## config.mk

```make
export PLATFORM = sky130hd
export DESIGN_NAME = field_unpack_top
export DESIGN_NICKNAME = d
export VERILOG_FILES = /design/src/unpack_pkg.sv /design/src/bit_fifo_if.sv /design/src/bit_fifo.sv /design/src/field_unpack_top.sv /design/src/field_unpacker.sv /design/src/unpack_cmd_regs.sv
export SDC_FILE = /design/constraint.sdc
export NUM_CORES = 1
export LEC_CHECK = 0
export ABC_AREA = 1
export BUFFER_PORTS_ARGS = -buffer_cell sky130_fd_sc_hd__buf_2
export CAP_MARGIN = 5
export CORE_MARGIN = 2
export CORE_UTILIZATION = 52
export DETAILED_ROUTE_END_ITERATION = 10
export PLACE_DENSITY = 0.82
export SETUP_SLACK_MARGIN = 0.02
export SYNTH_ARGS = -nofsm -noshare
export SYNTH_HDL_FRONTEND = slang
export SYNTH_HIERARCHICAL = 1
export SYNTH_SLANG_ARGS = --single-unit
```

## constraint.sdc

```tcl
create_clock -name clk_i -period 4.03 [get_ports clk_i]
set_input_delay 0.806 -clock clk_i [delete_from_list [all_inputs] [get_ports clk_i]]
set_output_delay 0.806 -clock clk_i [all_outputs]
set_load 0.02 [all_outputs]
```

## src/unpack_pkg.sv

```systemverilog
package unpack_pkg;

   // width of one packed word read from the input FIFO
   localparam int PACKED_W = 32;

   // longest field, also the width of the output word
   localparam int FIELD_W = 16;

   // bit FIFO holds two of the larger word
   localparam int FIFO_W = 64;

   // bit counts run from 0 to FIFO_W
   localparam int LEVEL_W = 7;

   // field length, 1 to FIELD_W
   typedef logic [4:0] len_t;

   // command opcodes
   typedef enum logic {
      CMD_SET_LEN = 1'b0,
      CMD_WRAP    = 1'b1
   } cmd_op_t;

   // field length after reset
   localparam len_t LEN_RESET = 5'd8;

endpackage

```

## src/bit_fifo_if.sv

```systemverilog
`timescale 1ns/100ps

interface bit_fifo_if import unpack_pkg::*; ();

   // push side, always a full packed word
   logic                push;
   logic [PACKED_W-1:0] push_data;

   // pop side, variable length
   logic                pop;
   len_t                pop_len;
   logic [FIELD_W-1:0]  pop_data;

   // bits currently stored
   logic [LEVEL_W-1:0]  level;

   // push_data comes straight from the input FIFO data bus
   modport ctrl (
      output push,
      output pop,
      output pop_len,
      input  level
   );

   modport store (
      input  push, push_data, pop, pop_len,
      output pop_data, level
   );

endinterface

```

## src/bit_fifo.sv

```systemverilog
`timescale 1ns/100ps

module bit_fifo import unpack_pkg::*; (
   input logic       clk_i,
   input logic       reset_i,
   bit_fifo_if.store fifo
);

   // oldest bit sits at the top of the register
   logic [FIFO_W-1:0]  data_q;
   logic [FIFO_W-1:0]  data_nxt;
   logic [LEVEL_W-1:0] level_q;
   logic [LEVEL_W-1:0] level_nxt;

   // alignment helpers
   logic [FIFO_W-1:0]  push_word;
   logic [FIFO_W-1:0]  keep_mask;
   logic [FIFO_W-1:0]  pop_word;
   logic [LEVEL_W-1:0] pop_len_ext;

   assign pop_len_ext = LEVEL_W'(fifo.pop_len);

   // new word placed at the top, then moved down below the stored bits
   assign push_word = {fifo.push_data, {(FIFO_W - PACKED_W){1'b0}}} >> level_q;

   // ones over the valid bits, so stale bits below the level are dropped
   assign keep_mask = ~({FIFO_W{1'b1}} >> level_q);

   // the top pop_len bits shifted down to the lsb end
   // zeros fill everything above the field length
   assign pop_word = data_q >> (LEVEL_W'(FIFO_W) - pop_len_ext);

   assign fifo.pop_data = pop_word[FIELD_W-1:0];
   assign fifo.level    = level_q;

   // next state
   // push and pop never come together, pop wins if they did
   always_comb begin
      data_nxt  = data_q;
      level_nxt = level_q;

      if (fifo.pop) begin
         // remove the oldest bits
         data_nxt  = data_q << pop_len_ext;
         level_nxt = level_q - pop_len_ext;
      end else if (fifo.push) begin
         // append below what is stored
         data_nxt  = (data_q & keep_mask) | push_word;
         level_nxt = level_q + LEVEL_W'(PACKED_W);
      end
   end

   // bit storage
   always_ff @(posedge clk_i) begin
      data_q <= data_nxt;
   end

   // stored bit count
   always_ff @(posedge clk_i) begin
      if (reset_i) begin
         level_q <= '0;
      end else begin
         level_q <= level_nxt;
      end
   end

endmodule

```

## src/field_unpack_top.sv

```systemverilog
`timescale 1ns/100ps

module field_unpack_top import unpack_pkg::*; (
   input  logic                     clk_i,
   input  logic                     reset_i,

   // input FIFO, word arrives one cycle after the read strobe
   input  logic                     in_rready_i,
   output logic                     in_read_o,
   input  logic [PACKED_W-1:0]      in_rdata_i,

   // output FIFO
   input  logic                     out_wready_i,
   output logic                     out_write_o,
   output logic [FIELD_W-1:0]       out_wdata_o,

   // command port
   input  logic                     cmd_valid_i,
   output logic                     cmd_ready_o,
   input  cmd_op_t                  cmd_op_i,
   input  logic [$bits(len_t)-1:0]  cmd_data_i
);

   len_t len;
   logic wrap_req;
   logic wrap_done;

   bit_fifo_if fifo_if ();

   // data paths run straight between the external FIFOs and the bit FIFO
   assign fifo_if.push_data = in_rdata_i;
   assign out_wdata_o       = fifo_if.pop_data;

   bit_fifo u_bit_fifo (
      .clk_i   (clk_i),
      .reset_i (reset_i),
      .fifo    (fifo_if.store)
   );

   field_unpacker u_field_unpacker (
      .clk_i        (clk_i),
      .reset_i      (reset_i),
      .len_i        (len),
      .wrap_i       (wrap_req),
      .wrap_done_o  (wrap_done),
      .in_rready_i  (in_rready_i),
      .in_read_o    (in_read_o),
      .fifo         (fifo_if.ctrl),
      .out_wready_i (out_wready_i),
      .out_write_o  (out_write_o)
   );

   unpack_cmd_regs u_unpack_cmd_regs (
      .clk_i       (clk_i),
      .reset_i     (reset_i),
      .cmd_valid_i (cmd_valid_i),
      .cmd_ready_o (cmd_ready_o),
      .cmd_op_i    (cmd_op_i),
      .cmd_data_i  (cmd_data_i),
      .len_o       (len),
      .wrap_o      (wrap_req),
      .wrap_done_i (wrap_done)
   );

endmodule

```

## src/field_unpacker.sv

```systemverilog
`timescale 1ns/100ps

module field_unpacker import unpack_pkg::*; (
   input  logic      clk_i,
   input  logic      reset_i,

   // field length and flush request from the command block
   input  len_t      len_i,
   input  logic      wrap_i,
   output logic      wrap_done_o,

   // external input FIFO strobe
   input  logic      in_rready_i,
   output logic      in_read_o,

   // bit FIFO control
   bit_fifo_if.ctrl  fifo,

   // external output FIFO strobe
   input  logic      out_wready_i,
   output logic      out_write_o
);

   // a word has been read and sits on the input data bus
   logic               data_present_q;
   logic               data_present_nxt;

   logic [LEVEL_W-1:0] len_ext;
   logic               have_field;
   logic               have_room;

   assign len_ext    = LEVEL_W'(len_i);
   assign have_field = fifo.level >= len_ext;

   // room for one more packed word
   assign have_room  = fifo.level <= LEVEL_W'(FIFO_W - PACKED_W);

   // decide one action per cycle, pop before push
   always_comb begin
      fifo.pop         = 1'b0;
      fifo.pop_len     = len_i;
      fifo.push        = 1'b0;
      in_read_o        = 1'b0;
      out_write_o      = 1'b0;
      wrap_done_o      = 1'b0;
      data_present_nxt = data_present_q;

      if (have_field && out_wready_i) begin
         // complete field goes out this cycle
         fifo.pop    = 1'b1;
         out_write_o = 1'b1;
      end else if (wrap_i && !have_field && !data_present_q) begin
         // leftover is shorter than a field, throw it away
         // nothing to pop when the FIFO is already empty
         fifo.pop     = fifo.level != '0;
         fifo.pop_len = len_t'(fifo.level);
         wrap_done_o  = 1'b1;
      end else if (data_present_q && have_room) begin
         fifo.push = 1'b1;
         // fetch the next word right away when one is waiting
         if (in_rready_i && !wrap_i) begin
            in_read_o = 1'b1;
         end else begin
            data_present_nxt = 1'b0;
         end
      end else if (!data_present_q && in_rready_i && !wrap_i) begin
         // word shows up on the bus next cycle
         in_read_o        = 1'b1;
         data_present_nxt = 1'b1;
      end
   end

   always_ff @(posedge clk_i) begin
      if (reset_i) begin
         data_present_q <= 1'b0;
      end else begin
         data_present_q <= data_present_nxt;
      end
   end

endmodule

```

## src/unpack_cmd_regs.sv

```systemverilog
`timescale 1ns/100ps

module unpack_cmd_regs import unpack_pkg::*; (
   input  logic                     clk_i,
   input  logic                     reset_i,

   // command port
   input  logic                     cmd_valid_i,
   output logic                     cmd_ready_o,
   input  cmd_op_t                  cmd_op_i,
   input  logic [$bits(len_t)-1:0]  cmd_data_i,

   // to the unpacker
   output len_t                     len_o,
   output logic                     wrap_o,
   input  logic                     wrap_done_i
);

   len_t len_q;
   len_t len_clamped;
   logic wrap_q;
   logic accept;

   // no new command until a pending wrap has finished
   assign cmd_ready_o = !wrap_q;
   assign accept      = cmd_valid_i && cmd_ready_o;

   // out of range lengths become the full field width
   assign len_clamped = (cmd_data_i == '0 || cmd_data_i > len_t'(FIELD_W)) ?
                        len_t'(FIELD_W) : len_t'(cmd_data_i);

   always_ff @(posedge clk_i) begin
      if (reset_i) begin
         len_q  <= LEN_RESET;
         wrap_q <= 1'b0;
      end else begin
         if (accept) begin
            case (cmd_op_i)
               CMD_SET_LEN: len_q  <= len_clamped;
               CMD_WRAP:    wrap_q <= 1'b1;
               default:     len_q  <= len_q;
            endcase
         end else if (wrap_done_i) begin
            // flush complete, accept commands again
            wrap_q <= 1'b0;
         end
      end
   end

   assign len_o  = len_q;
   assign wrap_o = wrap_q;

endmodule

```

==> results of run 1 <==
-- metrics by stage --
step	setup TNS, ns	hold slack, ns	cell area, um^2	util [%]
finish	-4.682	0.5516	15870	63.57
global route	-6.944	0.5625	15870	63.57
CTS	-1.829	0.5295	15440	61.84
detailed placement	-0.2352	0.4879	14200	56.88
global placement	0	0.4571	14200	56.88
floorplan	0	0.4418	13240	-
-- worst min-delay path by stage --
stage                                                 start                                       to  cells after the start
CTS                 u_unpack_cmd_regs/len_o[1]$_SDFFE_PP0P_  u_unpack_cmd_regs/len_o[1]$_SDFFE_PP0P_                      4
floorplan           u_unpack_cmd_regs/len_o[3]$_SDFFE_PP1P_  u_unpack_cmd_regs/len_o[3]$_SDFFE_PP1P_                      2
global placement    u_unpack_cmd_regs/len_o[3]$_SDFFE_PP1P_  u_unpack_cmd_regs/len_o[3]$_SDFFE_PP1P_                      2
finish              u_unpack_cmd_regs/len_o[1]$_SDFFE_PP0P_  u_unpack_cmd_regs/len_o[1]$_SDFFE_PP0P_                      4
detailed placement  u_unpack_cmd_regs/len_o[3]$_SDFFE_PP1P_  u_unpack_cmd_regs/len_o[3]$_SDFFE_PP1P_                      2
global route        u_unpack_cmd_regs/len_o[1]$_SDFFE_PP0P_  u_unpack_cmd_regs/len_o[1]$_SDFFE_PP0P_                      4
-- cells in the mapped netlist (12+ instances only) --
library cell	n	area (um^2)
nand2_1	910	3416
nand3_1	348	1742
o21ai_0	312	1562
inv_1	157	589.3
nor2_1	133	499.2
a21oi_1	94	470.5
clkbuf_1	69	259.0
edfxtp_1	64	1922
buf_2	49	245.2
o211ai_1	45	337.8
buf_1	37	138.9
mux2i_1	29	290.3
o21ai_1	25	125.1
or2_2	17	106.4
nand4_1	15	93.84
dfxtp_1	14	280.3
ha_1	13	162.7
and2_1	12	75.07
o21a_1	12	90.09
-- cells by family (layout without fill, tap and decap cells) --
kind of cell               Yosys count  in the layout
buffers and inverters              341            406
other                                0              3
and+or+nand+nor                   1458           1458
DFF                                 78             78
adders and majority gates           14             14
AOI/OAI and AO/OA                  518            518
xor gates and xnor gates             5              5
muxes                               29             29
-- per-layer routing --
layer / global-route usage, % / part of all wire [%] / vias up / routed length (um)
met4: 32.30 / 8.3 / 0 / 5406
met1: 58.76 / 37 / 8319 / 24300
met5: 0 / 0 / - / 0
li1: - / - / 8294 / -
met3: 10.16 / 11 / 340 / 7307
met2: 73.69 / 43 / 1390 / 27860
-- sequential cells by signal, indices dropped and copies added (netlist names), named ones only --
register / cells
u_bit_fifo/data_q: 63
u_bit_fifo/fifo.level: 7
u_unpack_cmd_regs/len_o: 5
u_field_unpacker/data_present_q: 1
u_unpack_cmd_regs/wrap_o: 1
-- area by class of cell --
type,count,share of cell area [%]
multi-input combinational,2024,64.19
sequential,78,13.96
timing repair buffer,216,13.12
inverter,173,4.210
tap,330,2.602
clock buffer,10,1.506
clock inverter,6,0.3154
timing repair inverter,1,0.04731
antenna,3,0.04731
-- layout by cell type, fill, tap and decap left out, types with 6 or more instances in the layout --
cell,synthesis,routed
a21boi_0,9,9
ha_1,13,7
o21ai_1,25,71
nand4_1,15,15
or2_2,17,17
o21ai_2,0,34
inv_1,157,150
nand2_1,910,882
o21ai_4,0,8
o21ai_0,312,224
o21a_1,12,12
buf_12,0,16
nor2_4,0,16
a21oi_1,94,77
nand2_4,0,8
buf_2,49,46
edfxtp_1,64,64
nand2_2,2,22
nand3_1,348,345
and2_1,12,12
mux2i_1,29,22
a21oi_2,3,17
ha_4,0,6
nor2_1,133,107
buf_16,0,8
o211ai_1,45,45
clkbuf_16,0,13
buf_6,7,24
nor2_2,1,11
inv_2,11,15
buf_4,6,113
dfxtp_2,0,8
-- worst max-delay path, stage by stage (launching register included) --
cell and delay, ns:
dfxtp_2 0.34, inv_2 0.06, ha_4 0.24, nand2_2 0.11, nor2_4 0.05, a21oi_4 0.15, nand3_4 0.15, o21ai_4 0.34
inv_2 0.12, ha_4 0.31, buf_12 0.15, buf_16 0.15, o21ai_1 0.18, nand2_1 0.08, nand2_1 0.11, nand2_2 0.15
nand2_1 0.11, a21oi_1 0.07, buf_4 0.16, nor2_4 0.06, buf_4 0.14
-- timing repair --
item                                    4_1_cts  5_1_grt
setup buffers                                22        5
endpoints found under the hold margin         0        0
pin swaps                                    45       30
gates resized for setup                     194       98
cloned                                       12        4
endpoints found under the setup margin       16       19
==> summary.txt, run 1 <==
Run status
  – Outcome: finished with violations
  – Failing checks: setup timing

Setup path
  – Worst flop-to-flop path startpoint: u_unpack_cmd_regs/len_o[4]$_SDFFE_PP0P_
  – RR Endpoint: u_bit_fifo/data_q[52]$_DFFE_PN_
  – Crit path arrival time: 3.58 ns
  – CP Class: reg -> out
  – CP required: approximately 3.2 ns
  – Crit start category: flip-flop
  – Worst setup path end: out_wdata_o[14]
  – Crit end category: output port
  – Max FO, Critical Path: 14
  – Reg2reg setup slack: roughly 0.22 ns
  – Worst R2R Path Depth: 17
  – Crit path launch: u_unpack_cmd_regs/len_o[4]$_SDFFE_PP0P_

CTS
  – CTS tree: done
  – Clk buf depth: 2
  – Clk_lat worst skew: ~0.36 ns
  – Hold buffer count at cts: 0
  – Num CTS Buffers: 9
  – Clk sinks: between 70 and 80
  – Htree depth: 3
  – Clk slew on worst S/H paths: approximately 0.07 ns
  – Clk root buf: clkbuf_16

Floorplanning
  – Initial Util: a little over half
  – I/O pin total: 62
  – Core Region: between 20000 and 25000 um^2
  – # rows: 58
  – Die Height: between 150 and 200 um
  – Total die area: 26440 um^2
  – Die width: 162.6 um

Global route
  – First-pass GRT wire length: 95650 um
  – Number of global-route vias before repair: about 17000
  – GRT Util Overall: 47.36%
  – Gr ovfl total: 0
  – Initial antenna violation count: 3
  – Largest net degree at the start of global routing: 73

Placement
  – Port buffer count: between 60 and 70
  – Final GP Congestion: about 1.1
  – Dpl cells: 2783
  – Placed wire-length estimate: roughly 47000 um
  – Pre-CTS setup slack: -0.07080 ns

Logic synthesis
  – Netlist Area Pre-Place: between 10000 and 15000 um^2
  – Synth Area in Simple Gates: 46.75%
  – Top FF cell, synth: edfxtp_1
  – Post-synth EDFFs: 64
  – Synth Register Bits: 78
  – Synth Area in Adders: 1.396%
  – Post-synth cell types: 50
  – Mapped Nets: 2500
  – FFs w/ async S/R, synth: 0%
  – Syn. warnings: 6
  – Synth Area in XOR/XNOR: less than 1%
  – Mux cell area share after synthesis: ~2.2%
  – Avg Inst Size Synth: about 5.4 um^2
  – Seq/Total Area, Yosys: around 17%
  – Combinational family with the most area after synthesis: simple AND/OR/NAND/NOR gates
  – Post-synthesis compound-gate area fraction: 21.55%
  – Post-Syn Instances: 2443

Timing
  – Final hold vios: 0
  – Fmax: between 200 and 250 MHz
  – Slew headroom: 38.63%
  – Clock Skew: 0.01545 ns
  – Post-route setup slack: -0.3592 ns
  – RSZ-0062 raised after global routing: true
  – Post-layout min period: between 4 and 5 ns
  – Slew Viols, Final: 0
  – Final setup violating endpoints: 16
  – Worst-Margin Slew: 0.9171 ns
  – Tcrit/Tclk final: 108.9%

Cells and area
  – Share of cells above drive strength 1: 16.79%
  – Non-filler cells, final: approximately 2800
  – Synth-to-Final Area Change: 21.31%
  – Area of the multi-input gates: around 10000 um^2
  – # fillers: between 2000 and 2500
  – Nets: ~2600
  – Register area: 2216 um^2

Detailed routing
  – Iter 0 DRT Violations: ~3200
  – DRT Pass-1 Iters: 8
  – Routed WL per cell: around 23 um
  – Vias after detailed routing: ~18000
  – Avg Vias per Cell: around 6.5
  – Remaining DRCs: 0
  – Final wirelength: ~65000 um
  – DRT antenna net count: 0

Hold path
  – HP Class: reg -> reg

Job
  – Max-cap check violation count: 0
Power of run 1 is left out: the tool's default activity adds up to more than one toggle a clock period on the data nets, which glitch-free logic cannot reach.
==> inputs of run 2 (changes only) <==
Settings changed: BUFFER_PORTS_ARGS -buffer_cell sky130_fd_sc_hd__buf_2 to -buffer_cell sky130_fd_sc_hd__clkbuf_2.
==> run 2 against run 1 <==
Count of clock-buffer cells in the layout unchanged. Global-route usage fell by 1.7 points. Worst setup slack better by 0.028 ns. Via count down 1.4%. Wire length down 3.4%. Utilization down 0.91 points. Cell area down 1.4%. The run still ends with setup timing left. First-iteration DRC count decreased by 12%. Critical path type unchanged.
==> summary.txt, run 2 (synthesis gave the netlist of run 1 again) <==
Run status
  – Failing checks: setup timing
  – Outcome: finished with violations

Timing
  – Clock Skew: 0.01632 ns (+0.0008712 ns)
  – Worst-Margin Slew: 1.165 ns (+0.2478 ns)
  – Tcrit/Tclk final: 108.2% (-0.70 points)
  – Slew headroom: 22.05% (-17 points)
  – Fmax: 229.3 MHz (+0.65%)
  – Setup_tns: -4.763 ns (-0.08106 ns)
  – Final hold vios: 0 (unchanged)
  – Post-route setup slack: -0.3310 ns (+0.02817 ns)
  – Fin Hold WS: 0.4936 ns (-0.05806 ns)
  – Post-layout min period: 4.361 ns (-0.02817 ns)
  – Slew Viols, Final: 0 (unchanged)
  – Final setup violating endpoints: 16 (unchanged)
  – RSZ-0062 raised after global routing: true

Setup path
  – Crit end category: output port
  – Worst flop-to-flop path startpoint: u_unpack_cmd_regs/len_o[4]$_SDFFE_PP0P_
  – Crit start category: flip-flop
  – CP required: 3.22 ns (about the same)
  – Reg2reg setup slack: 0.24 ns (+0.02 ns)
  – Worst R2R Path Depth: 19 (+2)
  – RR Endpoint: u_bit_fifo/data_q[39]$_DFFE_PN_
  – Max FO, Critical Path: 23 (+9)
  – CP Class: reg -> out
  – Crit path arrival time: 3.56 ns (-0.02 ns)

Detailed routing
  – Iter 0 DRT Violations: 2783 (-12%)
  – Vias after detailed routing: 18090 (-1.4%)
  – Avg Vias per Cell: 6.437 (-0.30%)
  – Final wirelength: 62660 um (-3.4%)
  – DRT Pass-1 Iters: 6 (-2)
  – Routed WL per cell: 22.29 um (-2.4%)
  – Remaining DRCs: 0 (unchanged)
  – DRT antenna net count: 0 (unchanged)

Placement
  – Port buffer count: 61 (unchanged)
  – Placed wire-length estimate: 46260 um (-0.70%)
  – Final GP Congestion: 1.078 (+1.4%)

Cells and area
  – Largest register by flop count: u_bit_fifo/data_q
  – # fillers: 2470 (+2.3%)
  – Share of cells above drive strength 1: 16.01% (-0.78 points)
  – Nets: 2532 (-1.1%)
  – Synth-to-Final Area Change: 19.57%
  – Commonest non-fill, non-tap cell in the layout: nand2_1
  – Max reg flops: 63 (unchanged)
  – Commonest non-fill, non-tap cells in the layout: 881 x nand2_1, 343 x nand3_1, 228 x o21ai_0

Floorplanning
  – # rows: 58 (unchanged)
  – Core Region: 24960 um^2 (unchanged)
  – Total die area: 26440 um^2 (unchanged)
  – Initial Util: 52.40% (unchanged)
  – I/O pin total: 62 (unchanged)
  – Die width: 162.6 um (unchanged)
  – Die Height: 162.6 um (unchanged)

Hold path
  – Hold path startpoint: u_unpack_cmd_regs/len_o[3]$_SDFFE_PP1P_
  – HP Class: reg -> reg
  – Min-Delay Endpoint: u_unpack_cmd_regs/len_o[3]$_SDFFE_PP1P_
  – Hold path depth: 2 (-2)

CTS
  – Htree depth: 3 (unchanged)
  – Clk slew on worst S/H paths: 0.07 ns (about the same)
  – Clk sinks: 78 (unchanged)
  – CTS tree: done
  – Hold buffer count at cts: 0 (unchanged)
  – Clk buf depth: 2 (unchanged)
  – Num CTS Buffers: 9 (unchanged)
  – Clk root buf: clkbuf_16
  – Clk_lat worst skew: 0.35 ns (about the same)

Global route
  – First-pass GRT wire length: 92920 um (-2.9%)
  – Initial antenna violation count: 1 (-2)
  – GRT Util Overall: 45.62% (-1.7 points)
  – Largest net degree at the start of global routing: 68 (-6.8%)
  – Number of global-route vias before repair: 16250 (-2.3%)
  – Gr ovfl total: 0 (unchanged)

Job
  – Max-cap check violation count: 0 (unchanged)
[run 2: changes by cell type in the layout (fill, tap and decap cells not counted), sizes merged]
cell,delta
diode,-2
buf,-78
bufbuf,+1
clkinvlp,-1
clkbuf,+50
[run 2: final cells by class]
class | count | area (um^2) | share of cell area (%)
Tap cell | 330 | 412.9 | 2.640
Multi-Input combinational cell | 2024 | 10160 | 64.97
Clock buffer | 10 | 239.0 | 1.528
Sequential cell | 78 | 2217 | 14.17
Clock inverter | 6 | 50.05 | 0.3200
Inverter | 173 | 670.6 | 4.288
Timing Repair Buffer | 189 | 1887 | 12.06
Antenna cell | 1 | 2.502 | 0.01600
[run 2: how the worst max path moves through the flow]
| stage | startpoint | to | slack [ns] |
|---|---|---|---|
| floorplan | u_bit_fifo/fifo.level[4]$_SDFFE_PP0P_ | out_wdata_o[5] | 0.02 |
| global placement | u_unpack_cmd_regs/len_o[4]$_SDFFE_PP0P_ | out_wdata_o[15] | 0.009 |
| detailed placement | u_unpack_cmd_regs/len_o[4]$_SDFFE_PP0P_ | out_wdata_o[15] | -0.09 |
| CTS | u_unpack_cmd_regs/len_o[4]$_SDFFE_PP0P_ | out_wdata_o[11] | -0.23 |
| global route | u_unpack_cmd_regs/len_o[4]$_SDFFE_PP0P_ | out_wdata_o[7] | -0.41 |
| finish | u_unpack_cmd_regs/len_o[4]$_SDFFE_PP0P_ | out_wdata_o[4] | -0.33 |
[run 2: timing repair]
| action | 4_1_cts | 5_1_grt |
|---|---|---|
| buffers inserted | 11 | 5 |
| pin swaps | 23 | 40 |
| setup endpoints to repair | 16 | 16 |
| cloned | 9 | 6 |
| gates resized for setup | 154 | 128 |
[run 2: layer usage]
layer  vias up  routed length, um  track usage (%)
li1       8224                  -                -
met1      8203              23170            56.62
met2      1345              27240            73.75
met3       322               7515            9.549
met4         0               4735            25.74
met5         -                  0                0
[run 2: stage by stage]
step	instance area [um^2]	instances	setup WS (ns)	utilization (%)
6_report	15640	2811	-0.3310	62.66
5_1_grt	15640	2810	-0.4114	62.65
2_1_floorplan	13240	2443	0.02324	-
3_5_place_dp	14110	2766	-0.09472	56.52
3_3_place_gp	14110	2766	0.009460	56.52
4_1_cts	15230	2801	-0.2255	61.00
[run 2: worst max-delay path: stages, from the launching register on]
cell and delay (ns):
dfxtp_2 0.34, inv_2 0.05, ha_4 0.22, nand2_1 0.05, nand3_1 0.09, a21oi_2 0.23
nand3_4 0.17, o21ai_4 0.31, inv_4 0.07, ha_4 0.40, inv_8 0.09, buf_12 0.17
o21ai_4 0.16, nand2_1 0.08, o21ai_1 0.11, nand2_1 0.09, a21oi_2 0.21, nor2_2 0.09
nor2_4 0.09, clkbuf_8 0.15
Power of run 2 is left out for the same reason.
